$ cat src/common/amp_pkg.sv
package amp_pkg;

	// Seven bits cover 0..127 for every panel level
	typedef logic [6:0] level_t;

	// PS/2 set 2 make codes
	localparam logic [7:0] SC_ESC       = 8'h76; // Soft reset
	localparam logic [7:0] SC_BREAK     = 8'hF0; // Release prefix
	localparam logic [7:0] SC_FX1       = 8'h16;
	localparam logic [7:0] SC_FX2       = 8'h1E;
	localparam logic [7:0] SC_FX3       = 8'h26;
	localparam logic [7:0] SC_FX4       = 8'h25;
	localparam logic [7:0] SC_FX5       = 8'h2E;
	localparam logic [7:0] SC_FX6       = 8'h36;
	localparam logic [7:0] SC_FX7       = 8'h3D;
	localparam logic [7:0] SC_FX8       = 8'h3E;
	localparam logic [7:0] SC_CLEAR_FX  = 8'h21; // All effects off
	localparam logic [7:0] SC_GAIN_UP   = 8'h1D;
	localparam logic [7:0] SC_GAIN_DN   = 8'h15;
	localparam logic [7:0] SC_TREBLE_UP = 8'h1B;
	localparam logic [7:0] SC_TREBLE_DN = 8'h1C;
	localparam logic [7:0] SC_BASS_UP   = 8'h22;
	localparam logic [7:0] SC_BASS_DN   = 8'h1A;
	localparam logic [7:0] SC_REC_ON    = 8'h4A;
	localparam logic [7:0] SC_REC_OFF   = 8'h49;
	localparam logic [7:0] SC_PLAY_ON   = 8'h52;
	localparam logic [7:0] SC_PLAY_OFF  = 8'h4C;

	// Panel commands, one per decoded key press
	typedef enum logic [3:0] {
		CMD_NONE,
		CMD_SOFT_RESET,
		CMD_FX_TOGGLE,
		CMD_FX_CLEAR,
		CMD_GAIN_UP,
		CMD_GAIN_DN,
		CMD_TREBLE_UP,
		CMD_TREBLE_DN,
		CMD_BASS_UP,
		CMD_BASS_DN,
		CMD_REC_ON,
		CMD_REC_OFF,
		CMD_PLAY_ON,
		CMD_PLAY_OFF
	} amp_cmd_e;

	typedef struct packed {
		amp_cmd_e    op;
		logic [2:0]  fx_idx; // Effect number minus one, toggle only
	} key_cmd_t;

	typedef struct packed {
		level_t      gain;
		level_t      treble;
		level_t      bass;
		logic [7:0]  effects; // Bit 0 is effect 1
		logic        record;
		logic        play;
	} amp_state_t;

	// Defaults handed down by the top level
	localparam level_t DEF_MAX_LEVEL = 7'd100;
	localparam level_t DEF_RESET_LEVEL = 7'd50;
	// Full-scale input over this lands near 127
	localparam logic signed [31:0] DEF_AMP_DIVISOR = 32'd16_909_320;

endpackage

$ cat src/hw/key_decoder.sv
`timescale 1ns/1ps

module key_decoder import amp_pkg::*; (
	input  logic        CLOCK_50,
	input  logic        rst,
	input  logic [7:0]  scan_code,
	input  logic        scan_valid,
	output key_cmd_t    cmd
);

	logic [7:0] code_q;   // Byte captured on the strobe
	logic       valid_q;  // Strobe delayed along with it
	logic       brk_flag; // Last byte was F0
	key_cmd_t   dec;      // Combinational lookup of code_q

	// Capture stage, payload only
	always_ff @(posedge CLOCK_50) begin
		if (scan_valid)
			code_q <= scan_code;
	end

	// Scan code to opcode
	always_comb begin
		dec.op = CMD_NONE;
		dec.fx_idx = 3'd0;
		case (code_q)
			SC_ESC:       dec.op = CMD_SOFT_RESET;
			SC_FX1:       dec = '{op: CMD_FX_TOGGLE, fx_idx: 3'd0};
			SC_FX2:       dec = '{op: CMD_FX_TOGGLE, fx_idx: 3'd1};
			SC_FX3:       dec = '{op: CMD_FX_TOGGLE, fx_idx: 3'd2};
			SC_FX4:       dec = '{op: CMD_FX_TOGGLE, fx_idx: 3'd3};
			SC_FX5:       dec = '{op: CMD_FX_TOGGLE, fx_idx: 3'd4};
			SC_FX6:       dec = '{op: CMD_FX_TOGGLE, fx_idx: 3'd5};
			SC_FX7:       dec = '{op: CMD_FX_TOGGLE, fx_idx: 3'd6};
			SC_FX8:       dec = '{op: CMD_FX_TOGGLE, fx_idx: 3'd7};
			SC_CLEAR_FX:  dec.op = CMD_FX_CLEAR;
			SC_GAIN_UP:   dec.op = CMD_GAIN_UP;
			SC_GAIN_DN:   dec.op = CMD_GAIN_DN;
			SC_TREBLE_UP: dec.op = CMD_TREBLE_UP;
			SC_TREBLE_DN: dec.op = CMD_TREBLE_DN;
			SC_BASS_UP:   dec.op = CMD_BASS_UP;
			SC_BASS_DN:   dec.op = CMD_BASS_DN;
			SC_REC_ON:    dec.op = CMD_REC_ON;
			SC_REC_OFF:   dec.op = CMD_REC_OFF;
			SC_PLAY_ON:   dec.op = CMD_PLAY_ON;
			SC_PLAY_OFF:  dec.op = CMD_PLAY_OFF;
			default:      dec.op = CMD_NONE; // Unmapped key
		endcase
	end

	// Decode stage with break filtering
	always_ff @(posedge CLOCK_50) begin
		if (rst) begin
			valid_q <= 1'b0;
			brk_flag <= 1'b0;
			cmd <= '{op: CMD_NONE, fx_idx: 3'd0};
		end else begin
			valid_q <= scan_valid;
			cmd <= '{op: CMD_NONE, fx_idx: 3'd0}; // One-cycle pulse
			if (valid_q) begin
				if (brk_flag)
					brk_flag <= 1'b0; // Swallow the released key
				else if (code_q == SC_BREAK)
					brk_flag <= 1'b1;
				else
					cmd <= dec;
			end
		end
	end

endmodule

$ cat src/hw/amp_settings.sv
`timescale 1ns/1ps

module amp_settings import amp_pkg::*; #(
	parameter level_t MAX_LEVEL = DEF_MAX_LEVEL,
	parameter level_t RESET_LEVEL = DEF_RESET_LEVEL
) (
	input  logic        CLOCK_50,
	input  logic        rst,
	input  key_cmd_t    cmd,
	output amp_state_t  state
);

	// Power-up panel: knobs centred, everything else off
	localparam amp_state_t RESET_STATE = '{
		gain:    RESET_LEVEL,
		treble:  RESET_LEVEL,
		bass:    RESET_LEVEL,
		effects: 8'h00,
		record:  1'b0,
		play:    1'b0
	};

	// Saturating steps
	function automatic level_t step_up(input level_t v);
		if (v < MAX_LEVEL)
			return v + 7'd1;
		return v; // Stuck at the top
	endfunction

	function automatic level_t step_dn(input level_t v);
		if (v != 7'd0)
			return v - 7'd1;
		return v;
	endfunction

	always_ff @(posedge CLOCK_50) begin
		if (rst) begin
			state <= RESET_STATE;
		end else begin
			case (cmd.op)
				CMD_SOFT_RESET:
					state <= RESET_STATE; // Escape key
				CMD_FX_TOGGLE:
					state.effects[cmd.fx_idx] <= ~state.effects[cmd.fx_idx];
				CMD_FX_CLEAR:
					state.effects <= 8'h00;

				// Tone stack
				CMD_GAIN_UP:
					state.gain <= step_up(state.gain);
				CMD_GAIN_DN:
					state.gain <= step_dn(state.gain);
				CMD_TREBLE_UP:
					state.treble <= step_up(state.treble);
				CMD_TREBLE_DN:
					state.treble <= step_dn(state.treble);
				CMD_BASS_UP:
					state.bass <= step_up(state.bass);
				CMD_BASS_DN:
					state.bass <= step_dn(state.bass);

				// Looper latches
				CMD_REC_ON:
					state.record <= 1'b1;
				CMD_REC_OFF:
					state.record <= 1'b0;
				CMD_PLAY_ON:
					state.play <= 1'b1;
				CMD_PLAY_OFF:
					state.play <= 1'b0;

				default: ; // CMD_NONE, hold
			endcase
		end
	end

endmodule

$ cat src/hw/level_meter.sv
`timescale 1ns/1ps

module level_meter import amp_pkg::*; #(
	parameter logic signed [31:0] AMP_DIVISOR = DEF_AMP_DIVISOR
) (
	input  logic               CLOCK_50,
	input  logic               rst,
	input  logic signed [31:0] audio_in,
	output level_t             amplitude
);

	logic signed [31:0] quotient; // Full-width, only low bits kept

	// Constant divisor, so this reduces to a multiply in synthesis
	assign quotient = audio_in / AMP_DIVISOR;

	always_ff @(posedge CLOCK_50) begin
		if (rst)
			amplitude <= 7'd1;
		else if (audio_in > 32'sd0)
			amplitude <= quotient[6:0]; // Positive half only
		else if (audio_in == 32'sd0)
			amplitude <= 7'd1; // Silence floor
		// Negative samples hold the last reading
	end

endmodule

$ cat src/hw/panel_display.sv
`timescale 1ns/1ps

module panel_display import amp_pkg::*; (
	input  amp_state_t        state,
	output logic [5:0][6:0]   hex,
	output logic [9:0]        ledr
);

	// Active-low segments, bit 6 is g
	function automatic logic [6:0] seg7(input logic [3:0] nib);
		case (nib)
			4'h0:    return 7'b100_0000;
			4'h1:    return 7'b111_1001;
			4'h2:    return 7'b010_0100;
			4'h3:    return 7'b011_0000;
			4'h4:    return 7'b001_1001;
			4'h5:    return 7'b001_0010;
			4'h6:    return 7'b000_0010;
			4'h7:    return 7'b111_1000;
			4'h8:    return 7'b000_0000;
			4'h9:    return 7'b001_1000;
			4'hA:    return 7'b000_1000;
			4'hB:    return 7'b000_0011;
			4'hC:    return 7'b100_0110;
			4'hD:    return 7'b010_0001;
			4'hE:    return 7'b000_0110;
			default: return 7'b000_1110; // F
		endcase
	endfunction

	always_comb begin
		// Bass on the right pair
		hex[0] = seg7(state.bass[3:0]);
		hex[1] = seg7({1'b0, state.bass[6:4]});
		// Treble in the middle
		hex[2] = seg7(state.treble[3:0]);
		hex[3] = seg7({1'b0, state.treble[6:4]});
		// Gain on the left
		hex[4] = seg7(state.gain[3:0]);
		hex[5] = seg7({1'b0, state.gain[6:4]});
	end

	// Three LEDs each for record and play, middle dark
	assign ledr = {{3{state.record}}, 4'b0000, {3{state.play}}};

endmodule

$ cat src/hw/guitar_amp_top.sv
`timescale 1ns/1ps

module guitar_amp_top import amp_pkg::*; #(
	parameter level_t MAX_LEVEL = DEF_MAX_LEVEL,
	parameter level_t RESET_LEVEL = DEF_RESET_LEVEL,
	parameter logic signed [31:0] AMP_DIVISOR = DEF_AMP_DIVISOR
) (
	input  logic               CLOCK_50,
	input  logic               rst,
	input  logic [7:0]         scan_code,  // From the PS/2 receiver
	input  logic               scan_valid,
	input  logic signed [31:0] audio_in,   // Guitar ADC sample
	output amp_state_t         state,
	output level_t             amplitude,
	output logic [5:0][6:0]    hex,        // Digit 0 in the low bits
	output logic [9:0]         ledr
);

	key_cmd_t cmd; // Single-cycle command pulse

	// Keyboard front end
	key_decoder i_key_decoder (
		.CLOCK_50   (CLOCK_50),
		.rst        (rst),
		.scan_code  (scan_code),
		.scan_valid (scan_valid),
		.cmd        (cmd)
	);

	// Knobs, effects and looper
	amp_settings #(
		.MAX_LEVEL   (MAX_LEVEL),
		.RESET_LEVEL (RESET_LEVEL)
	) i_amp_settings (
		.CLOCK_50 (CLOCK_50),
		.rst      (rst),
		.cmd      (cmd),
		.state    (state)
	);

	level_meter #(
		.AMP_DIVISOR (AMP_DIVISOR)
	) i_level_meter (
		.CLOCK_50  (CLOCK_50),
		.rst       (rst),
		.audio_in  (audio_in),
		.amplitude (amplitude)
	);

	// Board display
	panel_display i_panel_display (
		.state (state),
		.hex   (hex),
		.ledr  (ledr)
	);

endmodule

$ cat config.mk
export PLATFORM = sky130hd
export DESIGN_NAME = guitar_amp_top
export DESIGN_NICKNAME = d
export VERILOG_FILES = /design/src/common/amp_pkg.sv /design/src/hw/key_decoder.sv /design/src/hw/amp_settings.sv /design/src/hw/level_meter.sv /design/src/hw/panel_display.sv /design/src/hw/guitar_amp_top.sv
export SDC_FILE = /design/constraint.sdc
export NUM_CORES = 1
export LEC_CHECK = 0
export ABC_AREA = 1
export BUFFER_PORTS_ARGS = -buffer_cell sky130_fd_sc_hd__buf_2
export CORE_ASPECT_RATIO = 2
export CORE_MARGIN = 2
export CORE_UTILIZATION = 45
export CTS_CLUSTER_SIZE = 28
export DETAILED_ROUTE_END_ITERATION = 8
export PLACE_DENSITY = 0.75
export SYNTH_ARGS = -nofsm -noshare
export SYNTH_HDL_FRONTEND = slang
export SYNTH_SLANG_ARGS = --single-unit
export TNS_END_PERCENT = 50
$ cat constraint.sdc
create_clock -name CLOCK_50 -period 7.84 [get_ports CLOCK_50]
set_input_delay 1.176 -clock CLOCK_50 [delete_from_list [all_inputs] [get_ports CLOCK_50]]
set_output_delay 1.176 -clock CLOCK_50 [all_outputs]
set_load 0.02 [all_outputs]
# == After elaboration in Yosys (flattened, before gate mapping) ==
# Memories as Yosys holds them, arrays and structs flattened. A register that Yosys moved wholly into a read port is not among the register bits.
# Cells that the tools add are included.
# W data, S select, Z words.
# totals
mem_count,6
inputBits,43
out_inout_bits,90
reg_bits,55
rom_bits,504
# mem_list
name,depth,width,read_ports,rd_ports_with_merged_regs,wr,line,rtl
(name not given),16,7,1,1,0,panel_display.sv:11,case (nib)
(name not given),16,7,1,1,0,panel_display.sv:11,
(name not given),16,7,1,1,0,panel_display.sv:11,
(name not given),8,7,1,1,0,panel_display.sv:11,
(name not given),8,7,1,1,0,panel_display.sv:11,
(name not given),8,7,1,1,0,panel_display.sv:11,
# classes
n_eq_ne,40
n_addsub,6
n_mux,59
n_bitwise,2
reduce_logical,20
n_div,1
order_cmp,6
# op_table
op,count
$mux W7,14
$eq A8 B6 Y1 const B,8
$pmux W7 S3,3
$eq A8 B5 Y1 const B,7
$pmux W4 S13,1
$eq A8 B7 Y1 const B,5
$div A32 B26 Y32 const B,1
$gt A32 B1 Y1 const B,1
$logic_not A32 Y1,1
$eq A4 B4 Y1 const B,6
$mux W4,6
$mux W1,22
$add A7 B1 Y7 const B,3
$lt A7 B7 Y1 const B,3
$pmux W3 S7,1
$reduce_bool A7 Y1,3
$sub A7 B1 Y7 const B,3
$mux W3,6
$eq A4 B3 Y1 const B,4
$pmux W8 S2,1
$ne A2 B1 Y1 const B,6
$reduce_and A3 Y1,3
$reduce_bool A3 Y1,3
$bwmux W8,1
14 further kinds,22

# == Depth between registers and ports, before layout ==
# depth
depth_word,8
ltp_mapped,76

# == By module ==
# From an unflattened synthesis, not the netlist that was laid out.
# hier_totals
cells_unflattened,2322
area_unflattened_um2,12092.8
# modules_own_cells
mod,cells_per_inst,seq_area_each_um2,area_per_inst_um2,instances
level_meter,1577,140.1,7511.0,1
amp_settings,395,620.6,2424.8,1
panel_display,227,0.0,1292.5,1
key_decoder,123,420.4,864.6,1

# == Least setup slack after synthesis ==
# No wires, ideal clock.
# synth_timing
kind,input to register
startpoint,in audio_in[1]
endpoint,reg i_level_meter.amplitude[0]
cell_stages,60
required_time_ns,7.722
setup_time_ns,0.118
arrival_ns,7.906
slack_ns,-0.184
cell_sequence,inv_1 ha_1 nand2_1 nor2_2 nand3_2 nand2_2 nand3_1 xor2_1 inv_2 nor3_2 nand2_1 nand3_4 buf_6 nand3_1 nand2_1 nand2_1 inv_1 nand2_1 [24 not listed] nand3_4 nand3_4 buf_6 nand2_1 nand2_1 nand3_2 nor2_2 inv_2 nor2_1 nand2_2 nand2_4 buf_6 nand4_1 xor2_1 a21oi_1 nand3_1 nand2_1 nand2_1
# synth_between
elab_chain_cells,2
# synth_lines
element,line,rtl
from (decl),guitar_amp_top.sv:12,"input logic signed [31:0] audio_in,"
$div A32 B26 Y32 (tied with other cells),level_meter.sv:15,assign quotient = audio_in / AMP_DIVISOR;
$mux W7 / $reduce_bool A2 Y1 (equally long branches),-,
to (signal assigned),level_meter.sv:21,amplitude <= quotient[6:0];
to (decl),level_meter.sv:9,output level_t amplitude
# Several ways; a longest one is shown, not always the timed one.
# A chain may end at the register's enable or synchronous reset.

# == Final worst setup path ==
# Same ends and word-level chain as after synthesis.

==> run summary <==
outcome - finished, violations left
violated checks - setup timing
final wirelength - 44000 um
pre-CTS WS - -1.21 ns
Syn-to-layout area delta - 48.4%
Final Setup Violations - 2
CP delay by family, top - simple AND/OR/NAND/NOR gates
critical path's largest stage delay - 0.30 ns
Compound-Gate Fraction of Synth Area - 9.44%
Syn Inst Count - 2335
GRT Total Usage - 27.3%
RD Place Congestion - 0.958
DP HPWL - 32800 um
final number of max-transition violations - 0
CP max FO - 8
ANT cells - 0
Crit-path slowest cell - a21oi_4
RSZ-0062 raised after global routing - true
initial antenna violation count - 0
Final min period - 8.54 ns
design area - 18900 um2
TritonCTS clock tree - done
# DRC - 0
share of synthesized area spent on multiplexers - 0%
post-route core utilization - 67.5%
setup slack, reg-to-reg - 3.91 ns
Die ar. - 29700 um2
clock buffer depth - 2
first-pass GRT wire length - 68700 um
synth top area cells - nand2_1, dfxtp_1, nand3_1, inv_1, nor2_1
largest family of logic cells by synthesized area - simple AND/OR/NAND/NOR gates
GRT overflow - 0
Vias per Instance - 5.19
final period utilization - 109%
core area - 28000 um2
TritonRoute pass-1 iters - 9
hold_buf cts - 0
number of synthesized flops with an enable pin - 8
stages on the worst setup path - 65
final hold vios - 0
Worst Setup Start Kind - input pin
Reg-to-Reg End - i_panel_display.hex[24]
fraction of the mapped netlist area in simple logic gates - 53.2%
row count - 87
ys flop type - dfxtp_1
root buffer cell - clkbuf_16
Worst-Margin Slew - 1.16 ns
ys async rst share - 0%
DR vias - 17065
Hold/Removal Path Class - reg2reg
R2R cell count - 21
Seq/Total Area, Yosys - 15.9%
fmax - 117 MHz
most frequent cells in the layout - nand2_1, buf_4, inv_1
height of the die - 242 um
Static Leak - 9.97 nW
XOR/XNOR Fraction of Synth Area - 3.86%
Worst-Skew Late Latency - 0.35 ns
Data arrival, critical path - 8.79 ns
share of layout cells above drive strength 1 - 34.2%
top cell type's share of synthesized area - 23.5%
WP buf/inv - 13
# clock sinks - 97
Required @ worst endpoint - 8.08 ns
Final ANT Viol Nets - 0
skew final - 0.0136 ns
IO Pins - 133
TritonCTS Buffers - 9
most common cell after layout, fill and taps aside - nand2_1
Chip Width - 123 um
crit end category - register
Yosys warning total - 0
fill count - 2334
largest net degree at the start of global routing - 36
synthesized area - 12700 um2
distinct cell type count after synthesis - 57
PwrDens - 236 nW/um2
maximum VDD drop - 0.242 mV
hold-critical path depth - 2
Placed Area - 17100 um2
critical path class - in2reg
nets - 3017
vias in the first global route - 15440
crit path to - i_level_meter.amplitude[0]
MaxCap Viol Count - 0
largest area contributor in the netlist - nand2_1
worst r2r src - i_key_decoder.cmd[5]
htree depth - 3
Max-slew headroom - 22.2%
starting DRC count in detailed routing - 1310
wire length per cell - 13.4 um
Critical path origin - audio_in[1]
Starting Density - 45.5%
most used cell, CP - nand2_1
average size of a mapped cell - 5.45 um2
clock slew at reported path FFs - 0.08 ns
PnR worst setup slack - -0.703 ns
FF+latch count, synth - 97
# port buffers - 128
Synth Area in Adders - 5.00%
==> routing by layer <==
metal	GRT usage (%)	part of all wire, %	up-vias
met2	49.0	50	668
met5	0	0	-
li1	-	-	8600
met3	2.88	6.2	137
met4	6.76	3.0	0
met1	34.0	41	7660
==> power by group <==
part	switching [mW]	total [mW]	internal [mW]	leakage, nW
sequential	0.00906	0.519	0.510	0.798
combinational	1.94	3.48	1.54	9.04
clock	0.209	0.448	0.240	0.140
total	2.16	4.45	2.29	9.97
==> state kept, by name, summed over array words and instances (netlist names) <==
signal	cells
i_amp_settings.state	31
i_level_meter.amplitude	7
i_key_decoder.cmd	7
i_key_decoder.valid_q	1
i_panel_display.hex	42
i_key_decoder.brk_flag	1
i_key_decoder.code_q	8
==> worst min path at each step <==
stage | slack, ns | from | to
6_report | 0.46 | i_level_meter.amplitude[2] | i_level_meter.amplitude[2]
3_5_place_dp | 0.45 | i_level_meter.amplitude[1] | i_level_meter.amplitude[1]
2_1_floorplan | 0.46 | i_key_decoder.brk_flag | i_key_decoder.brk_flag
4_1_cts | 0.46 | i_level_meter.amplitude[1] | i_level_meter.amplitude[1]
5_1_grt | 0.48 | i_level_meter.amplitude[1] | i_level_meter.amplitude[1]
3_3_place_gp | 0.44 | i_level_meter.amplitude[2] | i_level_meter.amplitude[2]
==> Yosys cell counts (4+ instances only) <==
cell,count
nand2_4,4
nand3_1,233
nor4_1,7
buf_2,11
buf_4,17
o21ai_0,77
nor2_1,283
o31ai_1,8
xnor2_1,7
and2_1,6
clkbuf_1,8
inv_2,29
a22oi_1,5
nand3_2,17
nand4_1,50
nand2_2,51
a21oi_1,77
a31oi_1,13
clkinv_1,6
ha_1,46
nor2_2,29
or2_2,5
edfxtp_1,8
buf_6,10
dfxtp_1,89
nor3_1,34
o21ai_1,6
nand2_1,796
nand3_4,4
inv_1,302
nand3b_1,10
xor2_1,49
==> cell type report <==
cell class | instances | area, um2 | area share, %
sequential | 97 | 2020 | 10.7
clock inverter | 5 | 43.8 | 0.232
timing repair buffer | 616 | 4560 | 24.2
multi-input combinational | 1863 | 10300 | 54.4
clock buffer | 11 | 254 | 1.35
tap | 356 | 445 | 2.36
inverter | 338 | 1280 | 6.77
==> cells by family after synthesis <==
| group | Yosys count |
|---|---|
| buf+inv | 385 |
| fa+ha+maj | 49 |
| flops | 97 |
| other cells | 1 |
| xor+xnor | 56 |
| compound gates | 210 |
| simple gates | 1537 |
==> through the flow <==
step,hold slack [ns],cells,power (mW),TNS [ns]
floorplan,0.457,2338,2.29,0
global placement,0.440,3219,3.54,-1.64
CTS,0.457,3249,4.09,-0.761
finish,0.457,3286,4.45,-0.994
global route,0.481,3286,4.83,-2.04
detailed placement,0.446,3219,3.58,-1.98
==> worst reg2reg max path, delay by kind of cell, from the launching register on <==
kind / cells / cell delay (ns)
flops: 1 / 0.38
fa+ha+maj: 2 / 0.68
compound gates: 5 / 0.84
simple gates: 9 / 1.49
buf+inv: 5 / 0.47
==> repair_timing <==
| item | in CTS | in global routing |
|---|---|---|
| pin swaps | 15 | 83 |
| setup buffers | 11 | 30 |
| setup endpoints to repair | 2 | 3 |
| cloned | 3 | 7 |
| gates resized for setup | 36 | 239 |
Note: power is estimated with default switching activity, not from simulation.
